## src/source/mipsIsaPkg.sv

```systemverilog
// ====================
// MIPS subset instruction set definitions
// opcodes, function codes, instruction fields and memory sizing
// ====================

package mipsIsaPkg;

  localparam int memWords    = 128;  // words per memory bank
  localparam int memAddrBits = 7;    // word index width into a bank
  localparam logic [4:0] linkReg = 5'd31;  // jal return register

  // primary opcodes, bits 31:26
  typedef enum logic [5:0] {
    opRtype = 6'h00,
    opJ     = 6'h02,
    opJal   = 6'h03,
    opBeq   = 6'h04,
    opAddi  = 6'h08,
    opLw    = 6'h23,
    opSw    = 6'h2b
  } opcodeT;

  // R-type function codes, bits 5:0
  typedef enum logic [5:0] {
    fnSll = 6'h00,
    fnSrl = 6'h02,
    fnJr  = 6'h08,
    fnAdd = 6'h20,
    fnSub = 6'h22,
    fnAnd = 6'h24,
    fnOr  = 6'h25,
    fnSlt = 6'h2a
  } functT;

  // immediate is [15:0], jump target is [25:0]
  typedef struct packed {
    opcodeT     opcode;
    logic [4:0] rs;
    logic [4:0] rt;
    logic [4:0] rd;
    logic [4:0] shamt;
    functT      funct;
  } instrT;

endpackage

```

## src/source/mipsCtrlPkg.sv

```systemverilog
// ====================
// control definitions for the single-cycle core
// ALU operations, decoded controls, write-back record
// ====================

package mipsCtrlPkg;

  typedef enum logic [3:0] {
    aluAdd  = 4'd0,
    aluSub  = 4'd1,
    aluAnd  = 4'd2,
    aluOr   = 4'd3,
    aluSlt  = 4'd4,
    aluSll  = 4'd5,
    aluSrl  = 4'd6,
    aluPass = 4'd7   // forwards operand b
  } aluOpT;

  typedef struct packed {
    logic  regDst;    // write rd instead of rt
    logic  aluSrc;    // b from sign-extended immediate
    logic  memToReg;  // write back load data
    logic  regWrite;
    logic  memWrite;
    logic  branch;    // beq
    logic  jump;      // j, jal
    logic  jumpReg;   // jr
    logic  link;      // jal writes pc+4 to r31
    logic  shiftSel;  // shamt feeds the ALU
    aluOpT aluOp;
  } ctrlT;

  // one register write-back as seen outside
  typedef struct packed {
    logic        en;
    logic [4:0]  regAddr;
    logic [31:0] data;
  } wbT;

endpackage

```

## src/source/mipsDecoder.sv

```systemverilog
// ====================
// main control plus ALU control
// instruction word in, decoded control struct out
// ====================
`timescale 1ns/100ps

module mipsDecoder (
  input  mipsIsaPkg::instrT instr,
  output mipsCtrlPkg::ctrlT ctrl
);
  import mipsIsaPkg::*;
  import mipsCtrlPkg::*;

  always_comb begin
    ctrl       = '0;  // inactive unless recognised
    ctrl.aluOp = aluPass;
    case (instr.opcode)
      opRtype: begin
        ctrl.regDst   = 1'b1;
        ctrl.regWrite = 1'b1;
        case (instr.funct)
          fnAdd: ctrl.aluOp = aluAdd;
          fnSub: ctrl.aluOp = aluSub;
          fnAnd: ctrl.aluOp = aluAnd;
          fnOr:  ctrl.aluOp = aluOr;
          fnSlt: ctrl.aluOp = aluSlt;
          fnSll: begin
            ctrl.aluOp    = aluSll;
            ctrl.shiftSel = 1'b1;
          end
          fnSrl: begin
            ctrl.aluOp    = aluSrl;
            ctrl.shiftSel = 1'b1;
          end
          fnJr: begin
            ctrl.regDst   = 1'b0;
            ctrl.regWrite = 1'b0;  // jr writes nothing
            ctrl.jumpReg  = 1'b1;
          end
          default: begin
            ctrl.regDst   = 1'b0;  // unknown funct writes nothing
            ctrl.regWrite = 1'b0;
          end
        endcase
      end
      opAddi: begin
        ctrl.aluSrc   = 1'b1;
        ctrl.regWrite = 1'b1;
        ctrl.aluOp    = aluAdd;
      end
      opLw: begin
        ctrl.aluSrc   = 1'b1;
        ctrl.memToReg = 1'b1;
        ctrl.regWrite = 1'b1;
        ctrl.aluOp    = aluAdd;  // base + offset
      end
      opSw: begin
        ctrl.aluSrc   = 1'b1;
        ctrl.memWrite = 1'b1;
        ctrl.aluOp    = aluAdd;
      end
      opBeq: begin
        ctrl.branch = 1'b1;
        ctrl.aluOp  = aluSub;  // zero flag on equal
      end
      opJ:   ctrl.jump = 1'b1;
      opJal: begin
        ctrl.jump     = 1'b1;
        ctrl.link     = 1'b1;
        ctrl.regWrite = 1'b1;
      end
      default: ;  // stays inactive
    endcase
  end

endmodule

```

## src/source/mipsAlu.sv

```systemverilog
// ====================
// 32-bit ALU with zero flag
// ====================
`timescale 1ns/100ps

module mipsAlu (
  input  logic [31:0]        a,
  input  logic [31:0]        b,
  input  logic [4:0]         shamt,
  input  mipsCtrlPkg::aluOpT op,
  output logic [31:0]        result,
  output logic               zero
);
  import mipsCtrlPkg::*;

  always_comb begin
    case (op)
      aluAdd:  result = a + b;
      aluSub:  result = a - b;
      aluAnd:  result = a & b;
      aluOr:   result = a | b;
      aluSlt:  result = {31'd0, $signed(a) < $signed(b)};  // two's complement compare
      aluSll:  result = b << shamt;
      aluSrl:  result = b >> shamt;  // logical shift with zero fill
      aluPass: result = b;
      default: result = '0;
    endcase
  end

  assign zero = (result == 32'd0);  // beq taken when a == b

endmodule

```

## src/source/mipsRegFile.sv

```systemverilog
// ====================
// register file, 31 writable regs and a hardwired zero
// two combinational reads, one clocked write
// ====================
`timescale 1ns/100ps

module mipsRegFile (
  input  logic        clk,
  input  logic        we,
  input  logic [4:0]  rdAddrA,
  input  logic [4:0]  rdAddrB,
  input  logic [4:0]  wrAddr,
  input  logic [31:0] wrData,
  output logic [31:0] rdDataA,
  output logic [31:0] rdDataB
);

  logic [31:0] regs [1:31];  // no storage for r0

  always_ff @(posedge clk) begin
    if (we && wrAddr != 5'd0) begin
      regs[wrAddr] <= wrData;
    end
  end

  // r0 reads as zero
  assign rdDataA = (rdAddrA == 5'd0) ? 32'd0 : regs[rdAddrA];
  assign rdDataB = (rdAddrB == 5'd0) ? 32'd0 : regs[rdAddrB];

endmodule

```

## src/source/mipsCore.sv

```systemverilog
// ====================
// single-cycle MIPS core
// pc, next-pc select, operand and write-back muxing
// all state changes gated by run
// ====================
`timescale 1ns/100ps

module mipsCore (
  input  logic                             clk,
  input  logic                             rst,
  input  logic                             run,
  output logic [mipsIsaPkg::memAddrBits-1:0] instrAddr,
  input  logic [31:0]                      instr,
  output logic [mipsIsaPkg::memAddrBits-1:0] dataAddr,
  output logic [31:0]                      storeData,
  output logic                             storeEn,
  input  logic [31:0]                      loadData,
  output mipsCtrlPkg::wbT                  wb
);
  import mipsIsaPkg::*;
  import mipsCtrlPkg::*;

  // ==================== fetch / decode
  logic [31:0] pc;
  logic [31:0] pcNext;
  logic [31:0] pcPlus4;
  instrT       ins;
  ctrlT        ctrl;

  assign ins       = instr;
  assign instrAddr = pc[memAddrBits+1:2];  // word index
  assign pcPlus4   = pc + 32'd4;

  mipsDecoder uDecoder (
    .instr (ins),
    .ctrl  (ctrl)
  );

  // ==================== execute
  logic [31:0] rdDataA, rdDataB;
  logic [31:0] signExt;
  logic [31:0] aluB;
  logic [31:0] aluResult;
  logic        aluZero;
  logic [4:0]  wrAddr;
  logic [31:0] wrData;
  logic        regWe;

  assign signExt = {{16{ins[15]}}, ins[15:0]};
  assign aluB    = ctrl.aluSrc ? signExt : rdDataB;

  mipsAlu uAlu (
    .a      (rdDataA),
    .b      (aluB),
    .shamt  (ctrl.shiftSel ? ins.shamt : 5'd0),
    .op     (ctrl.aluOp),
    .result (aluResult),
    .zero   (aluZero)
  );

  // write register is r31 for jal, rd for R-type, else rt
  assign wrAddr = ctrl.link ? linkReg : (ctrl.regDst ? ins.rd : ins.rt);
  assign wrData = ctrl.link ? pcPlus4 : (ctrl.memToReg ? loadData : aluResult);
  assign regWe  = ctrl.regWrite & run;

  mipsRegFile uRegFile (
    .clk     (clk),
    .we      (regWe),
    .rdAddrA (ins.rs),
    .rdAddrB (ins.rt),
    .wrAddr  (wrAddr),
    .wrData  (wrData),
    .rdDataA (rdDataA),
    .rdDataB (rdDataB)
  );

  // data memory side
  assign dataAddr  = aluResult[memAddrBits+1:2];
  assign storeData = rdDataB;
  assign storeEn   = ctrl.memWrite & run;

  // write-back seen outside with r0 writes hidden
  assign wb.en      = regWe & (wrAddr != 5'd0);
  assign wb.regAddr = wrAddr;
  assign wb.data    = wrData;

  // ==================== next pc
  always_comb begin
    if (ctrl.jumpReg) begin
      pcNext = rdDataA;  // jr
    end else if (ctrl.jump) begin
      pcNext = {pcPlus4[31:28], ins[25:0], 2'b00};
    end else if (ctrl.branch && aluZero) begin
      pcNext = pcPlus4 + {signExt[29:0], 2'b00};
    end else begin
      pcNext = pcPlus4;
    end
  end

  always_ff @(posedge clk or posedge rst) begin
    if (rst) begin
      pc <= 32'd0;
    end else if (run) begin
      pc <= pcNext;  // holds while run is low
    end
  end

endmodule

```

## config.mk

```make
export PLATFORM = sky130hd
export DESIGN_NAME = mipsCore
export DESIGN_NICKNAME = d
export VERILOG_FILES = /design/src/source/mipsIsaPkg.sv /design/src/source/mipsCtrlPkg.sv /design/src/source/mipsDecoder.sv /design/src/source/mipsAlu.sv /design/src/source/mipsRegFile.sv /design/src/source/mipsCore.sv
export SDC_FILE = /design/constraint.sdc
export NUM_CORES = 2
export LEC_CHECK = 0
export BUFFER_PORTS_ARGS = -buffer_cell sky130_fd_sc_hd__buf_4
export CORE_ASPECT_RATIO = 0.5
export CORE_UTILIZATION = 64
export CTS_CLUSTER_DIAMETER = 80
export CTS_CLUSTER_SIZE = 20
export DETAILED_ROUTE_END_ITERATION = 16
export GPL_TIMING_DRIVEN = 0
export PLACE_DENSITY = 0.81
export SKIP_CTS_REPAIR_TIMING = 1
export SKIP_LAST_GASP = 1
export SYNTH_ARGS = -nofsm -noshare
export SYNTH_HDL_FRONTEND = slang
export SYNTH_SLANG_ARGS = --single-unit
```

## constraint.sdc

```tcl
create_clock -name clk -period 9 [get_ports clk]
set_input_delay 0.45 -clock clk [delete_from_list [all_inputs] [get_ports clk]]
set_output_delay 0.45 -clock clk [all_outputs]
set_load 0.02 [all_outputs]
```

==> impl_metrics.env, run 1 <==
export IMPL_fp_dieW_um=437
export IMPL_synth_area_leaders="edfxtp_1 (49%), mux4_2 (10%), mux2i_1 (7.6%), ha_1 (2.9%), a21oi_1 (2.6%)"
export IMPL_dpl_cell_area_um2=65100
export IMPL_ys_async_sr_fraction=0.0313
export IMPL_syn_inst=4878
export IMPL_clockBufferDepth=3
export IMPL_grt_pass1_wl_um=489000
export IMPL_cts_htree_levels=2
export IMPL_grt_start_max_net_pins=33
export IMPL_synth_nets=5087
export IMPL_cts_root_buf="clkbuf_16"
export IMPL_synth_edf_count=992
export IMPL_yosysTopAreaCellShare=0.491
export IMPL_ys_seq_area_frac=0.505
export IMPL_ys_flop_type="edfxtp_1"
export IMPL_cts_sink_count=1024
export IMPL_synth_seq_cells=1024
export IMPL_dp_cells=6352
export IMPL_gp_congestion=1.18
export IMPL_place_ws_ns=-4.21
export IMPL_synth_area_um2=60600
export IMPL_outcome="did not finish"
export IMPL_yosysWarnings=0
export IMPL_tool_error="[ERROR GRT-0116] Global routing finished with congestion. Check the congestion regions in the DRC Viewer."
export IMPL_synth_common_cells="edfxtp_1 (992), mux2i_1 (460), nor2_1 (332)"
export IMPL_stop_stage="global routing (5_1_grt)"
export IMPL_numCtsBuffers=59
export IMPL_start_util=0.649
export IMPL_grt_overflow=1
export IMPL_synth_top_cell_by_area="edfxtp_1"
export IMPL_io_buffers=143
export IMPL_synth_most_common_cell="edfxtp_1"
export IMPL_avgSynthCellArea_um2=12.4
export IMPL_ios=152
export IMPL_dpl_hpwl_um=235000
export IMPL_grt_pass1_vias=60200
export IMPL_die_h_um=220
export IMPL_track_usage=0.748
export IMPL_yosys_cell_types_count=107
export IMPL_row_count=79
## metrics by stage
step	hold slack, ns	util
4_1_cts	0.196	0.715
3_5_place_dp	0.490	0.697
3_3_place_gp	0.474	0.677
2_1_floorplan	0.451	-
## kinds of logic after synthesis
family	count (synthesis)	share of synthesized area
XOR/XNOR	81	0.0117
flip-flops	1024	0.505
AO/OA/AOI/OAI	1320	0.149
buffers and inverters	510	0.0368
adder cells (fa/ha/maj)	142	0.0297
multiplexers	795	0.189
AND/OR/NAND/NOR	1006	0.0792
## per-layer routing
metal  global-route usage  overflow
met1                0.773         0
met2                0.883         1
met3                0.624         0
met4                0.664         0
met5                0.486         0
==> inputs of run 2 (changes only) <==
- CORE_ASPECT_RATIO: 0.5 -> not set
- CORE_UTILIZATION: 64 -> 40
- CTS_CLUSTER_DIAMETER: 80 -> not set
- CTS_CLUSTER_SIZE: 20 -> not set
- PLACE_DENSITY: 0.81 -> not set
- PLACE_DENSITY_LB_ADDON: not set -> 0.15
==> run 2 against run 1 <==
Against the previous run:
- the flow now finishes, with violations (max-capacitance violations, max-slew violations, negative setup slack)
- synthesized cell count unchanged
- synthesized area unchanged
==> impl_metrics.env, run 2 <==
export IMPL_outcome="finished with violations"
export IMPL_violations="max-capacitance violations, max-slew violations, negative setup slack"
export IMPL_grt_setup_unrepaired="true"
export IMPL_dpl_hpwl_um=264000
export IMPL_drv_cap=4
export IMPL_cp_common_cell="buf_4"
export IMPL_critPathMaxFanout=32
export IMPL_skew_ns=0.0997
export IMPL_p_sw_uw=4640
export IMPL_yosys_cell_types_count=107
export IMPL_final_common_cell="edfxtp_1"
export IMPL_slew_limit_headroom=-0.115
export IMPL_wl_um=357000
export IMPL_num_vias=53000
export IMPL_syn_inst=4878
export IMPL_layout_common_cells="edfxtp_1 (992), mux2i_1 (460), nor2_1 (299)"
export IMPL_worst_slack_ns=-0.317
export IMPL_grt_pass1_vias=49000
export IMPL_avgSynthCellArea_um2=12.4
export IMPL_antenna_left=0
export IMPL_reg2reg_slack_ns=0.44
export IMPL_synth_edf_count=992
export IMPL_final_cells=7359
export IMPL_arrival_ns=8.87
export IMPL_antenna_found_initial=20
export IMPL_fin_nets=5454
export IMPL_ys_async_sr_fraction=0.0313
export IMPL_clkTransAtPathRegs_ns=0.07
export IMPL_end_kind="output pin"
export IMPL_power_internal_uw=9060
export IMPL_yosysWarnings=0
export IMPL_cts_htree_levels=3
export IMPL_pwr_share_comb=0.269
export IMPL_drive_gt1_frac=0.222
export IMPL_required_ns=8.55
export IMPL_numCtsBuffers=108
export IMPL_p_leak_uw=0.0254
export IMPL_fp_coreArea_um2=150000
export IMPL_p_per_area_nw_per_um2=193
export IMPL_synth_area_leaders="edfxtp_1 (49%), mux4_2 (10%), mux2i_1 (7.6%), ha_1 (2.9%), a21oi_1 (2.6%)"
export IMPL_first_pass_iters=6
export IMPL_first_iter_violations=8916
export IMPL_grt_overflow=0
export IMPL_die_h_um=391
export IMPL_period_share=1.04
export IMPL_drc_errors=0
export IMPL_fin_crit_ns=9.32
export IMPL_grt_use_met1=0.561
export IMPL_row_count=142
export IMPL_start_util=0.404
export IMPL_via_per_inst=7.21
export IMPL_fp_dieW_um=391
export IMPL_finalSetupViolations=35
export IMPL_wire_per_inst_um=48.4
export IMPL_worstSetupStartpointType="input port"
export IMPL_maxSlewViolCount=37
export IMPL_reg_largest_list="uRegFile.regs (992), pc (32)"
export IMPL_cpPeakStageDelay_ns=1.22
export IMPL_area_growth_pct=17.3
export IMPL_fill_cells=13500
export IMPL_synth_common_cells="edfxtp_1 (992), mux2i_1 (460), nor2_1 (332)"
export IMPL_synth_most_common_cell="edfxtp_1"
export IMPL_crit_type="in2out"
export IMPL_worst_pin_slew_ns=1.67
export IMPL_dp_cells=7137
export IMPL_met2_usage=0.682
export IMPL_cts_sink_count=1024
export IMPL_synth_top_cell_by_area="edfxtp_1"
export IMPL_utilization=0.474
export IMPL_gp_congestion=1.07
export IMPL_critPathBufInv=10
export IMPL_regMostFlops="uRegFile.regs"
export IMPL_track_usage=0.457
export IMPL_hp_class="in2reg"
export IMPL_grt_pass1_wl_um=461000
export IMPL_finalSetupTns_ns=-4.39
export IMPL_hold_viol_final=0
export IMPL_largest_register_ffs=992
export IMPL_clockBufferDepth=3
export IMPL_synth_area_um2=60600
export IMPL_seqPwrFrac=0.401
export IMPL_die_area_um2=153000
export IMPL_synth_seq_cells=1024
export IMPL_ys_flop_type="edfxtp_1"
export IMPL_cts_root_buf="clkbuf_16"
export IMPL_fmax_mhz=107
export IMPL_cp_top_family="compound AO/OA/AOI/OAI gates"
export IMPL_grt_start_max_net_pins=33
export IMPL_ys_seq_area_frac=0.505
export IMPL_cpMaxStageDelayCell="clkbuf_1"
export IMPL_grt_busiest_layer="met2"
export IMPL_clock_power_share=0.330
export IMPL_clk_latency_ns=0.81
export IMPL_io_buffers=143
export IMPL_switching_share=0.339
export IMPL_gr_usage_met3=0.127
export IMPL_synth_nets=5087
export IMPL_yosysTopAreaCellShare=0.491
export IMPL_cts_tree="yes"
export IMPL_ir_drop_uv=200
export IMPL_ios=152
run 2: cell counts after synthesis:
No cell type changed its count.
run 2: worst paths after layout:
path                                                start            endpoint  cells after the start
max                                             instr[20]              wb[31]                     29
min                                             instr[11]  pc[13]$_DFFE_PP0P_                      4
max reg2reg                uRegFile.regs[24][1]$_DFFE_PP_  pc[28]$_DFFE_PP0P_                     27
min reg2reg                             pc[0]$_DFFE_PP0P_   pc[0]$_DFFE_PP0P_                      2
max in group asynchronous                             rst  pc[15]$_DFFE_PP0P_                      4
min in group asynchronous                             rst   pc[2]$_DFFE_PP0P_                      3
run 2: area by class of cell:
class / instances / area, um2 / area share
clock buffers: 133 / 2800 / 0.0393
plain buffers: 360 / 2080 / 0.0293
clock inverters: 64 / 668 / 0.00940
diodes: 11 / 27.5 / 0.000387
well taps: 2016 / 2520 / 0.0355
repair buffers: 261 / 2870 / 0.0403
flip-flops and latches: 1024 / 30600 / 0.430
multi-input cells: 3345 / 29000 / 0.408
inverters: 145 / 544 / 0.00766
run 2: worst min-delay path: cells and delay by family:
kind            cells  cell delay [ns]
compound gates      2             0.20
simple gates        1             0.11
buf+inv             1             0.15
run 2: routing by layer:
layer  vias to the layer above  part of all wire
met5                         -           0.00024
met4                        12             0.096
met3                      1148              0.12
met2                      4623              0.43
met1                     27000              0.35
li1                      20200                 -
run 2: stage by stage:
stage / total power [uW] / hold slack [ns] / area (um2) / setup WS (ns)
floorplan: 7350 / 0.451 / 60600 / 0.854
global placement: 8880 / 0.472 / 64200 / -6.91
detailed placement: 9010 / 0.499 / 66600 / -4.98
CTS: 13400 / -0.188 / 70000 / -4.26
global route: 13900 / 0.196 / 71100 / -0.237
finish: 13700 / 0.164 / 71100 / -0.317
run 2: power groups by stage:
stage	registers (uW)	logic (uW)	clock network [uW]
after floorplan	5590	1760	0
after global placement	5630	3250	0
after detailed placement	5590	3420	0
after CTS	5490	3440	4480
after global routing	5490	3730	4660
final	5490	3690	4520
run 2: kinds of logic after synthesis:
logic type	share of synthesized area
AO/OA/AOI/OAI	0.149
XOR/XNOR	0.0117
adder cells (fa/ha/maj)	0.0297
buffers and inverters	0.0368
flip-flops	0.505
multiplexers	0.189
AND/OR/NAND/NOR	0.0792
Power figures use the tool's default switching activity.
